## config.mk

```make
export PLATFORM = sky130hd
export DESIGN_NAME = exec_pipe
export DESIGN_NICKNAME = d
export VERILOG_FILES = /design/src/common/ex_pkg.sv /design/src/design/reg_file.sv /design/src/design/forward_unit.sv /design/src/ex_stage/alu.sv /design/src/ex_stage/ex_stage.sv /design/src/design/exec_pipe.sv
export SDC_FILE = /design/constraint.sdc
export NUM_CORES = 2
export LEC_CHECK = 0
export BUFFER_PORTS_ARGS = -buffer_cell sky130_fd_sc_hd__buf_4
export CORE_ASPECT_RATIO = 0.7
export CORE_MARGIN = 1.5
export CORE_UTILIZATION = 25
export CTS_CLUSTER_DIAMETER = 40
export DETAILED_ROUTE_END_ITERATION = 8
export SKIP_LAST_GASP = 1
export SLEW_MARGIN = 10
export SYNTH_ARGS = -nofsm -noshare
export SYNTH_HDL_FRONTEND = slang
export SYNTH_HIERARCHICAL = 1
export SYNTH_SLANG_ARGS = --single-unit
```

## constraint.sdc

```tcl
create_clock -name clk -period 19.8 [get_ports clk]
set_input_delay 1.98 -clock clk [delete_from_list [all_inputs] [get_ports clk]]
set_output_delay 1.98 -clock clk [all_outputs]
set_load 0.005 [all_outputs]
```

## src/common/ex_pkg.sv

```systemverilog
package ex_pkg;

    //////////////////////////////////////////////////
    // Sizes
    //////////////////////////////////////////////////

    // Data path width
    localparam int unsigned WORD_SIZE = 32;
    // Architectural register count
    localparam int unsigned NUM_REGS  = 32;
    // Register index width
    localparam int unsigned REG_SEL   = $clog2(NUM_REGS);
    // Program counter width
    localparam int unsigned ADDR_SIZE = 10;

    //////////////////////////////////////////////////
    // Scalar types
    //////////////////////////////////////////////////

    typedef logic [WORD_SIZE-1:0] word_t;
    typedef logic [ADDR_SIZE-1:0] addr_t;
    typedef logic [REG_SEL-1:0]   reg_sel_t;

    // ALU operation codes
    typedef enum logic [3:0] {
        alu_add  = 4'd0,
        alu_sub  = 4'd1,
        alu_and  = 4'd2,
        alu_or   = 4'd3,
        alu_xor  = 4'd4,
        alu_sll  = 4'd5,
        alu_srl  = 4'd6,
        alu_sra  = 4'd7,
        alu_slt  = 4'd8,
        alu_sltu = 4'd9
    } alu_op_e;

    // Operand source in EX
    typedef enum logic [1:0] {
        fwd_reg = 2'd0,
        fwd_mem = 2'd1,
        fwd_wb  = 2'd2
    } fwd_sel_e;

    //////////////////////////////////////////////////
    // Stage payloads
    //////////////////////////////////////////////////

    // One issued instruction
    typedef struct packed {
        logic     valid;
        addr_t    pc;        // Address after this instruction
        reg_sel_t rs1;
        reg_sel_t rs2;
        reg_sel_t rd;
        word_t    imm;
        alu_op_e  alu_op;
        logic     alu_src;   // Set when imm feeds the ALU
        logic     reg_write;
        logic     branch;
    } issue_t;

    // ID/EX contents, issue fields plus operand reads
    typedef struct packed {
        logic     valid;
        addr_t    pc;
        reg_sel_t rs1;
        reg_sel_t rs2;
        reg_sel_t rd;
        word_t    imm;
        alu_op_e  alu_op;
        logic     alu_src;
        logic     reg_write;
        logic     branch;
        word_t    data1;
        word_t    data2;
    } id_ex_t;

    // EX/MEM, MEM/WB and retire contents
    typedef struct packed {
        logic     valid;
        reg_sel_t rd;
        logic     reg_write;
        word_t    result;
        word_t    write_data;   // Store data, carried only
        logic     branch;
        logic     taken;
        addr_t    branch_target;
    } stage_t;

endpackage

```

## src/design/reg_file.sv

```systemverilog
`timescale 1ns/1ps

module reg_file (
    input  logic             clk,
    input  logic             reset,
    input  ex_pkg::reg_sel_t rs1,
    input  ex_pkg::reg_sel_t rs2,
    output ex_pkg::word_t    data1,
    output ex_pkg::word_t    data2,
    input  logic             we,
    input  ex_pkg::reg_sel_t rd,
    input  ex_pkg::word_t    wdata
);

    // Storage, entry zero never written
    ex_pkg::word_t regs [ex_pkg::NUM_REGS];

    // Write port
    always_ff @(posedge clk) begin
        if (reset) begin
            for (int i = 0; i < ex_pkg::NUM_REGS; i++) begin
                regs[i] <= '0;
            end
        end else if (we && rd != '0) begin
            regs[rd] <= wdata;
        end
    end

    //////////////////////////////////////////////////
    // Read ports
    //////////////////////////////////////////////////

    // Zero register first, then same-cycle write bypass
    assign data1 = (rs1 == '0)             ? '0    :
                   (we && rd == rs1)       ? wdata :
                                             regs[rs1];

    // Same rule for the second port
    assign data2 = (rs2 == '0)             ? '0    :
                   (we && rd == rs2)       ? wdata :
                                             regs[rs2];

endmodule

```

## src/design/forward_unit.sv

```systemverilog
`timescale 1ns/1ps

module forward_unit (
    input  ex_pkg::reg_sel_t rs1,
    input  ex_pkg::reg_sel_t rs2,
    input  ex_pkg::stage_t   ex_mem,
    input  ex_pkg::stage_t   mem_wb,
    output ex_pkg::fwd_sel_e sel_forward1,
    output ex_pkg::fwd_sel_e sel_forward2
);

    // Stage holds a live write to this source
    function automatic logic writes_reg(
        ex_pkg::stage_t   stage,
        ex_pkg::reg_sel_t src
    );
        return stage.valid && stage.reg_write &&
               (stage.rd != '0) && (stage.rd == src);
    endfunction

    // MEM is younger, so it wins over WB
    function automatic ex_pkg::fwd_sel_e pick_source(
        ex_pkg::reg_sel_t src,
        ex_pkg::stage_t   mem_stage,
        ex_pkg::stage_t   wb_stage
    );
        if (writes_reg(mem_stage, src)) begin
            return ex_pkg::fwd_mem;
        end
        if (writes_reg(wb_stage, src)) begin
            return ex_pkg::fwd_wb;
        end
        // Nothing in flight, register file value
        return ex_pkg::fwd_reg;
    endfunction

    //////////////////////////////////////////////////
    // Per-source selects
    //////////////////////////////////////////////////

    assign sel_forward1 = pick_source(rs1, ex_mem, mem_wb);
    assign sel_forward2 = pick_source(rs2, ex_mem, mem_wb);

endmodule

```

## src/ex_stage/alu.sv

```systemverilog
`timescale 1ns/1ps

module alu (
    input  ex_pkg::alu_op_e alu_op,
    input  ex_pkg::word_t   arg1,
    input  ex_pkg::word_t   arg2,
    output ex_pkg::word_t   result,
    output logic            zero
);

    // Shift amount from low bits of arg2
    logic [4:0] shamt;

    assign shamt = arg2[4:0];

    //////////////////////////////////////////////////
    // Operation select
    //////////////////////////////////////////////////

    always_comb begin
        case (alu_op)
            ex_pkg::alu_add: begin
                result = arg1 + arg2;
            end
            ex_pkg::alu_sub: begin
                result = arg1 - arg2;
            end
            ex_pkg::alu_and: begin
                result = arg1 & arg2;
            end
            ex_pkg::alu_or: begin
                result = arg1 | arg2;
            end
            ex_pkg::alu_xor: begin
                result = arg1 ^ arg2;
            end
            ex_pkg::alu_sll: begin
                result = arg1 << shamt;
            end
            // Logical, zero fill
            ex_pkg::alu_srl: begin
                result = arg1 >> shamt;
            end
            // Arithmetic, sign fill
            ex_pkg::alu_sra: begin
                result = ex_pkg::word_t'($signed(arg1) >>> shamt);
            end
            // Signed compare, 0 or 1
            ex_pkg::alu_slt: begin
                result = {{(ex_pkg::WORD_SIZE-1){1'b0}}, $signed(arg1) < $signed(arg2)};
            end
            // Unsigned compare
            ex_pkg::alu_sltu: begin
                result = {{(ex_pkg::WORD_SIZE-1){1'b0}}, arg1 < arg2};
            end
            // Unknown codes
            default: begin
                result = '0;
            end
        endcase
    end

    // Branch-if-equal uses this after sub
    assign zero = (result == '0);

endmodule

```

## src/ex_stage/ex_stage.sv

```systemverilog
`timescale 1ns/1ps

module ex_stage (
    input  ex_pkg::id_ex_t   id_ex,
    input  ex_pkg::word_t    mem_forward,
    input  ex_pkg::word_t    wb_forward,
    input  ex_pkg::fwd_sel_e sel_forward1,
    input  ex_pkg::fwd_sel_e sel_forward2,
    output ex_pkg::stage_t   ex_out
);

    ex_pkg::word_t operand1;     // Forwarded rs1 value
    ex_pkg::word_t operand2;     // Forwarded rs2 value
    ex_pkg::word_t alu_arg2;
    ex_pkg::word_t alu_result;
    ex_pkg::word_t byte_offset;
    logic          alu_zero;

    // Three-way operand choice
    function automatic ex_pkg::word_t pick_operand(
        ex_pkg::fwd_sel_e sel,
        ex_pkg::word_t    reg_value,
        ex_pkg::word_t    mem_value,
        ex_pkg::word_t    wb_value
    );
        case (sel)
            ex_pkg::fwd_mem: return mem_value;
            ex_pkg::fwd_wb:  return wb_value;
            default:         return reg_value;
        endcase
    endfunction

    //////////////////////////////////////////////////
    // Operand selection
    //////////////////////////////////////////////////

    assign operand1 = pick_operand(sel_forward1, id_ex.data1, mem_forward, wb_forward);
    assign operand2 = pick_operand(sel_forward2, id_ex.data2, mem_forward, wb_forward);

    // Immediate or forwarded rs2
    assign alu_arg2 = id_ex.alu_src ? id_ex.imm : operand2;

    alu alu_i (
        .alu_op (id_ex.alu_op),
        .arg1   (operand1),
        .arg2   (alu_arg2),
        .result (alu_result),
        .zero   (alu_zero)
    );

    //////////////////////////////////////////////////
    // Branch and result
    //////////////////////////////////////////////////

    // Word offset to bytes
    assign byte_offset = id_ex.imm << 2;

    always_comb begin
        ex_out.valid         = id_ex.valid;
        ex_out.rd            = id_ex.rd;
        ex_out.reg_write     = id_ex.reg_write;
        ex_out.result        = alu_result;
        // Store data follows rs2 forwarding
        ex_out.write_data    = operand2;
        ex_out.branch        = id_ex.branch;
        // Equal operands give zero difference
        ex_out.taken         = id_ex.branch && alu_zero;
        // Wraps at pc width
        ex_out.branch_target = id_ex.pc + byte_offset[ex_pkg::ADDR_SIZE-1:0];
    end

endmodule

```

## src/design/exec_pipe.sv

```systemverilog
`timescale 1ns/1ps

module exec_pipe (
    input  logic           clk,
    input  logic           reset,
    input  ex_pkg::issue_t issue,
    output ex_pkg::stage_t retire
);

    ex_pkg::id_ex_t   id_ex;
    ex_pkg::stage_t   ex_out;
    ex_pkg::stage_t   ex_mem;
    ex_pkg::stage_t   mem_wb;
    ex_pkg::word_t    rf_data1;
    ex_pkg::word_t    rf_data2;
    ex_pkg::fwd_sel_e sel_forward1;
    ex_pkg::fwd_sel_e sel_forward2;
    logic             rf_we;

    //////////////////////////////////////////////////
    // Register file and write-back
    //////////////////////////////////////////////////

    // Only live writers from MEM/WB
    assign rf_we = mem_wb.valid && mem_wb.reg_write;

    reg_file reg_file_i (
        .clk   (clk),
        .reset (reset),
        .rs1   (issue.rs1),
        .rs2   (issue.rs2),
        .data1 (rf_data1),
        .data2 (rf_data2),
        .we    (rf_we),
        .rd    (mem_wb.rd),
        .wdata (mem_wb.result)
    );

    //////////////////////////////////////////////////
    // ID/EX register
    //////////////////////////////////////////////////

    always_ff @(posedge clk) begin
        if (reset) begin
            id_ex <= '0;
        end else begin
            id_ex.valid     <= issue.valid;
            id_ex.pc        <= issue.pc;
            id_ex.rs1       <= issue.rs1;
            id_ex.rs2       <= issue.rs2;
            id_ex.rd        <= issue.rd;
            id_ex.imm       <= issue.imm;
            id_ex.alu_op    <= issue.alu_op;
            id_ex.alu_src   <= issue.alu_src;
            id_ex.reg_write <= issue.reg_write;
            id_ex.branch    <= issue.branch;
            // Operand reads captured with the instruction
            id_ex.data1     <= rf_data1;
            id_ex.data2     <= rf_data2;
        end
    end

    // Hazard resolution against MEM and WB
    forward_unit forward_unit_i (
        .rs1          (id_ex.rs1),
        .rs2          (id_ex.rs2),
        .ex_mem       (ex_mem),
        .mem_wb       (mem_wb),
        .sel_forward1 (sel_forward1),
        .sel_forward2 (sel_forward2)
    );

    ex_stage ex_stage_i (
        .id_ex        (id_ex),
        .mem_forward  (ex_mem.result),
        .wb_forward   (mem_wb.result),
        .sel_forward1 (sel_forward1),
        .sel_forward2 (sel_forward2),
        .ex_out       (ex_out)
    );

    //////////////////////////////////////////////////
    // EX/MEM and MEM/WB registers
    //////////////////////////////////////////////////

    // No stalls, always advance
    always_ff @(posedge clk) begin
        if (reset) begin
            ex_mem <= '0;
            mem_wb <= '0;
        end else begin
            ex_mem <= ex_out;
            mem_wb <= ex_mem;
        end
    end

    // Retire port shows the write-back stage
    assign retire = mem_wb;

endmodule

```

==> impl_metrics.json <==
{
  "power.leakage_nw": 31.0,
  "cts_setup_buffers": 0,
  "finalHoldViolCount": 0,
  "grtUsageMet2_pct": 27.2,
  "setup_viol_count_final": 0,
  "synth_simple_gate_area_share_pct": 16.1,
  "relSlewSlack_pct": 5.95,
  "netlist_instances": 6210,
  "wl_per_cell_um": 31.0,
  "core_area_mm2": 0.300,
  "avgSynthCellArea_um2": 12.2,
  "startpoint_type": "register",
  "dp_cells": 10000,
  "nNetsFinal": 6368,
  "cp_max_fo": 63,
  "fillerInstances": 30500,
  "p_sw_share_pct": 28.9,
  "pwr-share-seq_pct": 43.2,
  "drive_gt1_share_pct": 22.7,
  "cp.depth": 24,
  "post-synth-top-area-cell": "edfxtp_1",
  "clock_skew_ns": 0.0923,
  "fin_setup_tns_ns": 0,
  "vias": 57500,
  "period_minus_slack_ns": 8.65,
  "syn-cell-area_mm2": 0.0757,
  "place_congestion": 1.02,
  "clock_latency_ns": 0.84,
  "grt_util_met3_pct": 6.87,
  "rsz0062_at_grt": "false",
  "vias_per_cell": 5.58,
  "crit_buf_inv": 3,
  "fin_crit_sh_pct": 43.7,
  "p_switching_w": 0.00212,
  "synth_flop_cell": "edfxtp_1",
  "crit_arrival_ns": 9.36,
  "ys_top_cells_by_area": "edfxtp_1 (41%), mux4_2 (12%), and2_1 (8.3%)",
  "routed_wirelength_mm": 320,
  "grt_pass1_wl_mm": 439,
  "postPlaceCellArea_mm2": 0.0812,
  "crit_chain": "or4_1 -> o211ai_2 -> nor4_1 -> nor3_1 -> ha_2 -> buf_4 -> o21ai_0 -> mux2_2 -> inv_1 -> buf_4 -> ha_1 -> a211oi_1 -> o21ai_0 -> a41o_1 -> a2111oi_1 -> o31a_1 -> nor4_1 -> a21oi_1 -> nand4b_1 -> nor3_1 -> nand4b_1 -> nor4b_2 -> and2_1 -> nor2b_1",
  "placementRows": 168,
  "cts-hold-fix-buffers": 0,
  "drv_slew": 0,
  "reg2reg_from": "ex_mem[80]$_SDFF_PP0_",
  "drt_first_pass_iters": 6,
  "peakVddDrop_mv": 0.0679,
  "yosysWarnings": 6,
  "grt_max_degree": 106,
  "clockBufferDepth": 4,
  "post-dp-hpwl_mm": 213,
  "grtUsageMet1_pct": 29.3,
  "start_util_pct": 25.2,
  "drt_iter0_markers": 9085,
  "antenna_found_initial": 44,
  "synth_edf_count": 1024,
  "slowest_delay_ns": 0.91,
  "min_path_cells": 1,
  "cap_viol_max_count": 0,
  "htreeDepth": 4,
  "port_buffers": 149,
  "post_cts_resized": 0,
  "clock_sinks": 1319,
  "synth-compound-area-share_pct": 10.1,
  "drc": 0,
  "die_x_um": 661,
  "fmax_mhz": 116,
  "fin_area_mm2": 0.0863,
  "area_growth_pct": 14.0,
  "grtUsageTotal_pct": 20.0,
  "grt_pass1_vias": 54500,
  "dieArea_mm2": 0.306,
  "synth-seq-area-share_pct": 48.4,
  "antenna_left": 0,
  "ys_types": 99,
  "clkPwrFrac_pct": 40.1,
  "holdCritPathClass": "reg2reg",
  "grt-busiest-layer": "met1",
  "async_flop_share_pct": 0,
  "synth-xor-area-share_pct": 0.567,
  "layoutNonFillerInstCount": 10300,
  "rrSetupSlack_ns": 11.15,
  "synth_top_family_by_area": "multiplexers",
  "synth.top_cells.by_count": "edfxtp_1 (1024), and2_1 (1005), mux4_2 (411), mux2i_1 (385), clkbuf_1 (377)",
  "critPathSlowestCell": "a2111oi_1",
  "post_synth_mux_area_share_pct": 18.4,
  "worstSetupPathType": "reg2reg",
  "cts_tree": "yes",
  "r2r_end": "ex_mem[10]$_SDFF_PP0_",
  "path_delay_family": "compound AO/OA/AOI/OAI gates",
  "comb_power_share_pct": 16.7,
  "clkSlewWorstSetupHoldPaths_ns": 0.07,
  "cts_buffers": 156,
  "synth_fa_ha_area_share_pct": 1.88,
  "worstPathRequired_ns": 20.51,
  "synth_top_area_share_pct": 40.6,
  "cp-endpoint": "ex_mem[10]$_SDFF_PP0_",
  "die_h_um": 463,
  "worst_slew_pin_slew_ns": 1.41,
  "status": "finished clean",
  "reg2reg_depth": 24,
  "intPower_w": 0.00520,
  "grt_overflow_total": 0,
  "synth_seq_cells": 1319,
  "ctsRootBufferMaster": "clkbuf_16",
  "synthMostInstantiatedCell": "edfxtp_1",
  "io_pins": 150,
  "p_per_area_mw_per_mm2": 84.9,
  "crit_path_start": "ex_mem[80]$_SDFF_PP0_",
  "endpoint_kind": "register"
}
[cells in the final DEF (no fill, tap or decap), types with 40 or more instances in the layout]
| cell | count |
|---|---|
| nand3_1 | 43 |
| nor3_1 | 51 |
| mux4_2 | 411 |
| o21ai_1 | 55 |
| a21oi_1 | 175 |
| o22ai_1 | 63 |
| a211oi_1 | 62 |
| mux2_2 | 70 |
| nor2b_2 | 202 |
| a221oi_1 | 45 |
| mux2i_1 | 385 |
| nand2_1 | 251 |
| or2_2 | 40 |
| ha_1 | 107 |
| o21ai_0 | 169 |
| and2_1 | 1004 |
| nor2b_1 | 116 |
| nor2_1 | 155 |
| clkbuf_16 | 163 |
| o221ai_1 | 43 |
| dfxtp_1 | 291 |
| edfxtp_1 | 1024 |
| a22oi_1 | 183 |
| buf_4 | 387 |
| inv_1 | 105 |
[flip-flops by register name, summed over array words and instances, names as in the netlist]
signal / flops
reg_file_i/regs: 1024
id_ex: 129
ex_mem: 83
retire: 83
[stage by stage]
stage | hold WS (ns) | power, W | worst slack, ns | utilization [%]
2_1_floorplan | 0.414 | 0.00392 | 12.73 | -
4_1_cts | 0.414 | 0.00732 | 11.34 | 28.7
6_report | 0.407 | 0.00732 | 11.15 | 28.8
3_5_place_dp | 0.424 | 0.00440 | 11.41 | 27.0
3_3_place_gp | 0.421 | 0.00440 | 11.06 | 27.0
5_1_grt | 0.431 | 0.00752 | 10.85 | 28.7
[cell families (layout without fill, tap and decap cells)]
| logic type | after synthesis | in the layout |
|---|---|---|
| and+or+nand+nor | 2044 | 2044 |
| DFF | 1319 | 1319 |
| AOI/OAI and AO/OA | 1099 | 1099 |
| muxes | 870 | 870 |
| buffers and inverters | 716 | 777 |
| adders and majority gates | 112 | 112 |
| xor gates and xnor gates | 49 | 49 |
| other | 1 | 51 |
[power by group through the flow]
stage               combinational, W  clock [W]  sequential [W]
finish                       0.00122    0.00294         0.00317
global route                 0.00126    0.00308         0.00318
CTS                          0.00118    0.00298         0.00316
detailed placement           0.00118          0         0.00322
global placement             0.00118          0         0.00322
floorplan                   0.000725          0         0.00319
[metal layers]
| layer | up-vias | routed length (um) |
|---|---|---|
| met2 | 4302 | 127000 |
| met5 | - | 364 |
| li1 | 23200 | - |
| met4 | 24 | 11800 |
| met3 | 663 | 45900 |
| met1 | 29300 | 135000 |
[how the worst min path moves through the flow]
| stage | startpoint | to | slack, ns |
|---|---|---|---|
| 2_1_floorplan | ex_mem[0]$_SDFF_PP0_ | retire[0]$_SDFF_PP0_ | 0.41 |
| 3_3_place_gp | ex_mem[0]$_SDFF_PP0_ | retire[0]$_SDFF_PP0_ | 0.42 |
| 5_1_grt | ex_mem[35]$_SDFF_PP0_ | retire[35]$_SDFF_PP0_ | 0.43 |
| 3_5_place_dp | ex_mem[7]$_SDFF_PP0_ | retire[7]$_SDFF_PP0_ | 0.42 |
| 6_report | ex_mem[35]$_SDFF_PP0_ | retire[35]$_SDFF_PP0_ | 0.41 |
| 4_1_cts | ex_mem[35]$_SDFF_PP0_ | retire[35]$_SDFF_PP0_ | 0.41 |
[final cells by class]
class	instances	area [um^2]	share of cell area (%)
diodes	19	47.5	0.0551
clock buffers	191	4230	4.91
clock inverters	80	861	0.997
inverters	112	420	0.487
multi-input cells	4206	36100	41.8
flip-flops and latches	1319	36700	42.5
well taps	3995	5000	5.79
repair buffers	394	3020	3.50
Note: power is estimated with default switching activity, not from simulation.
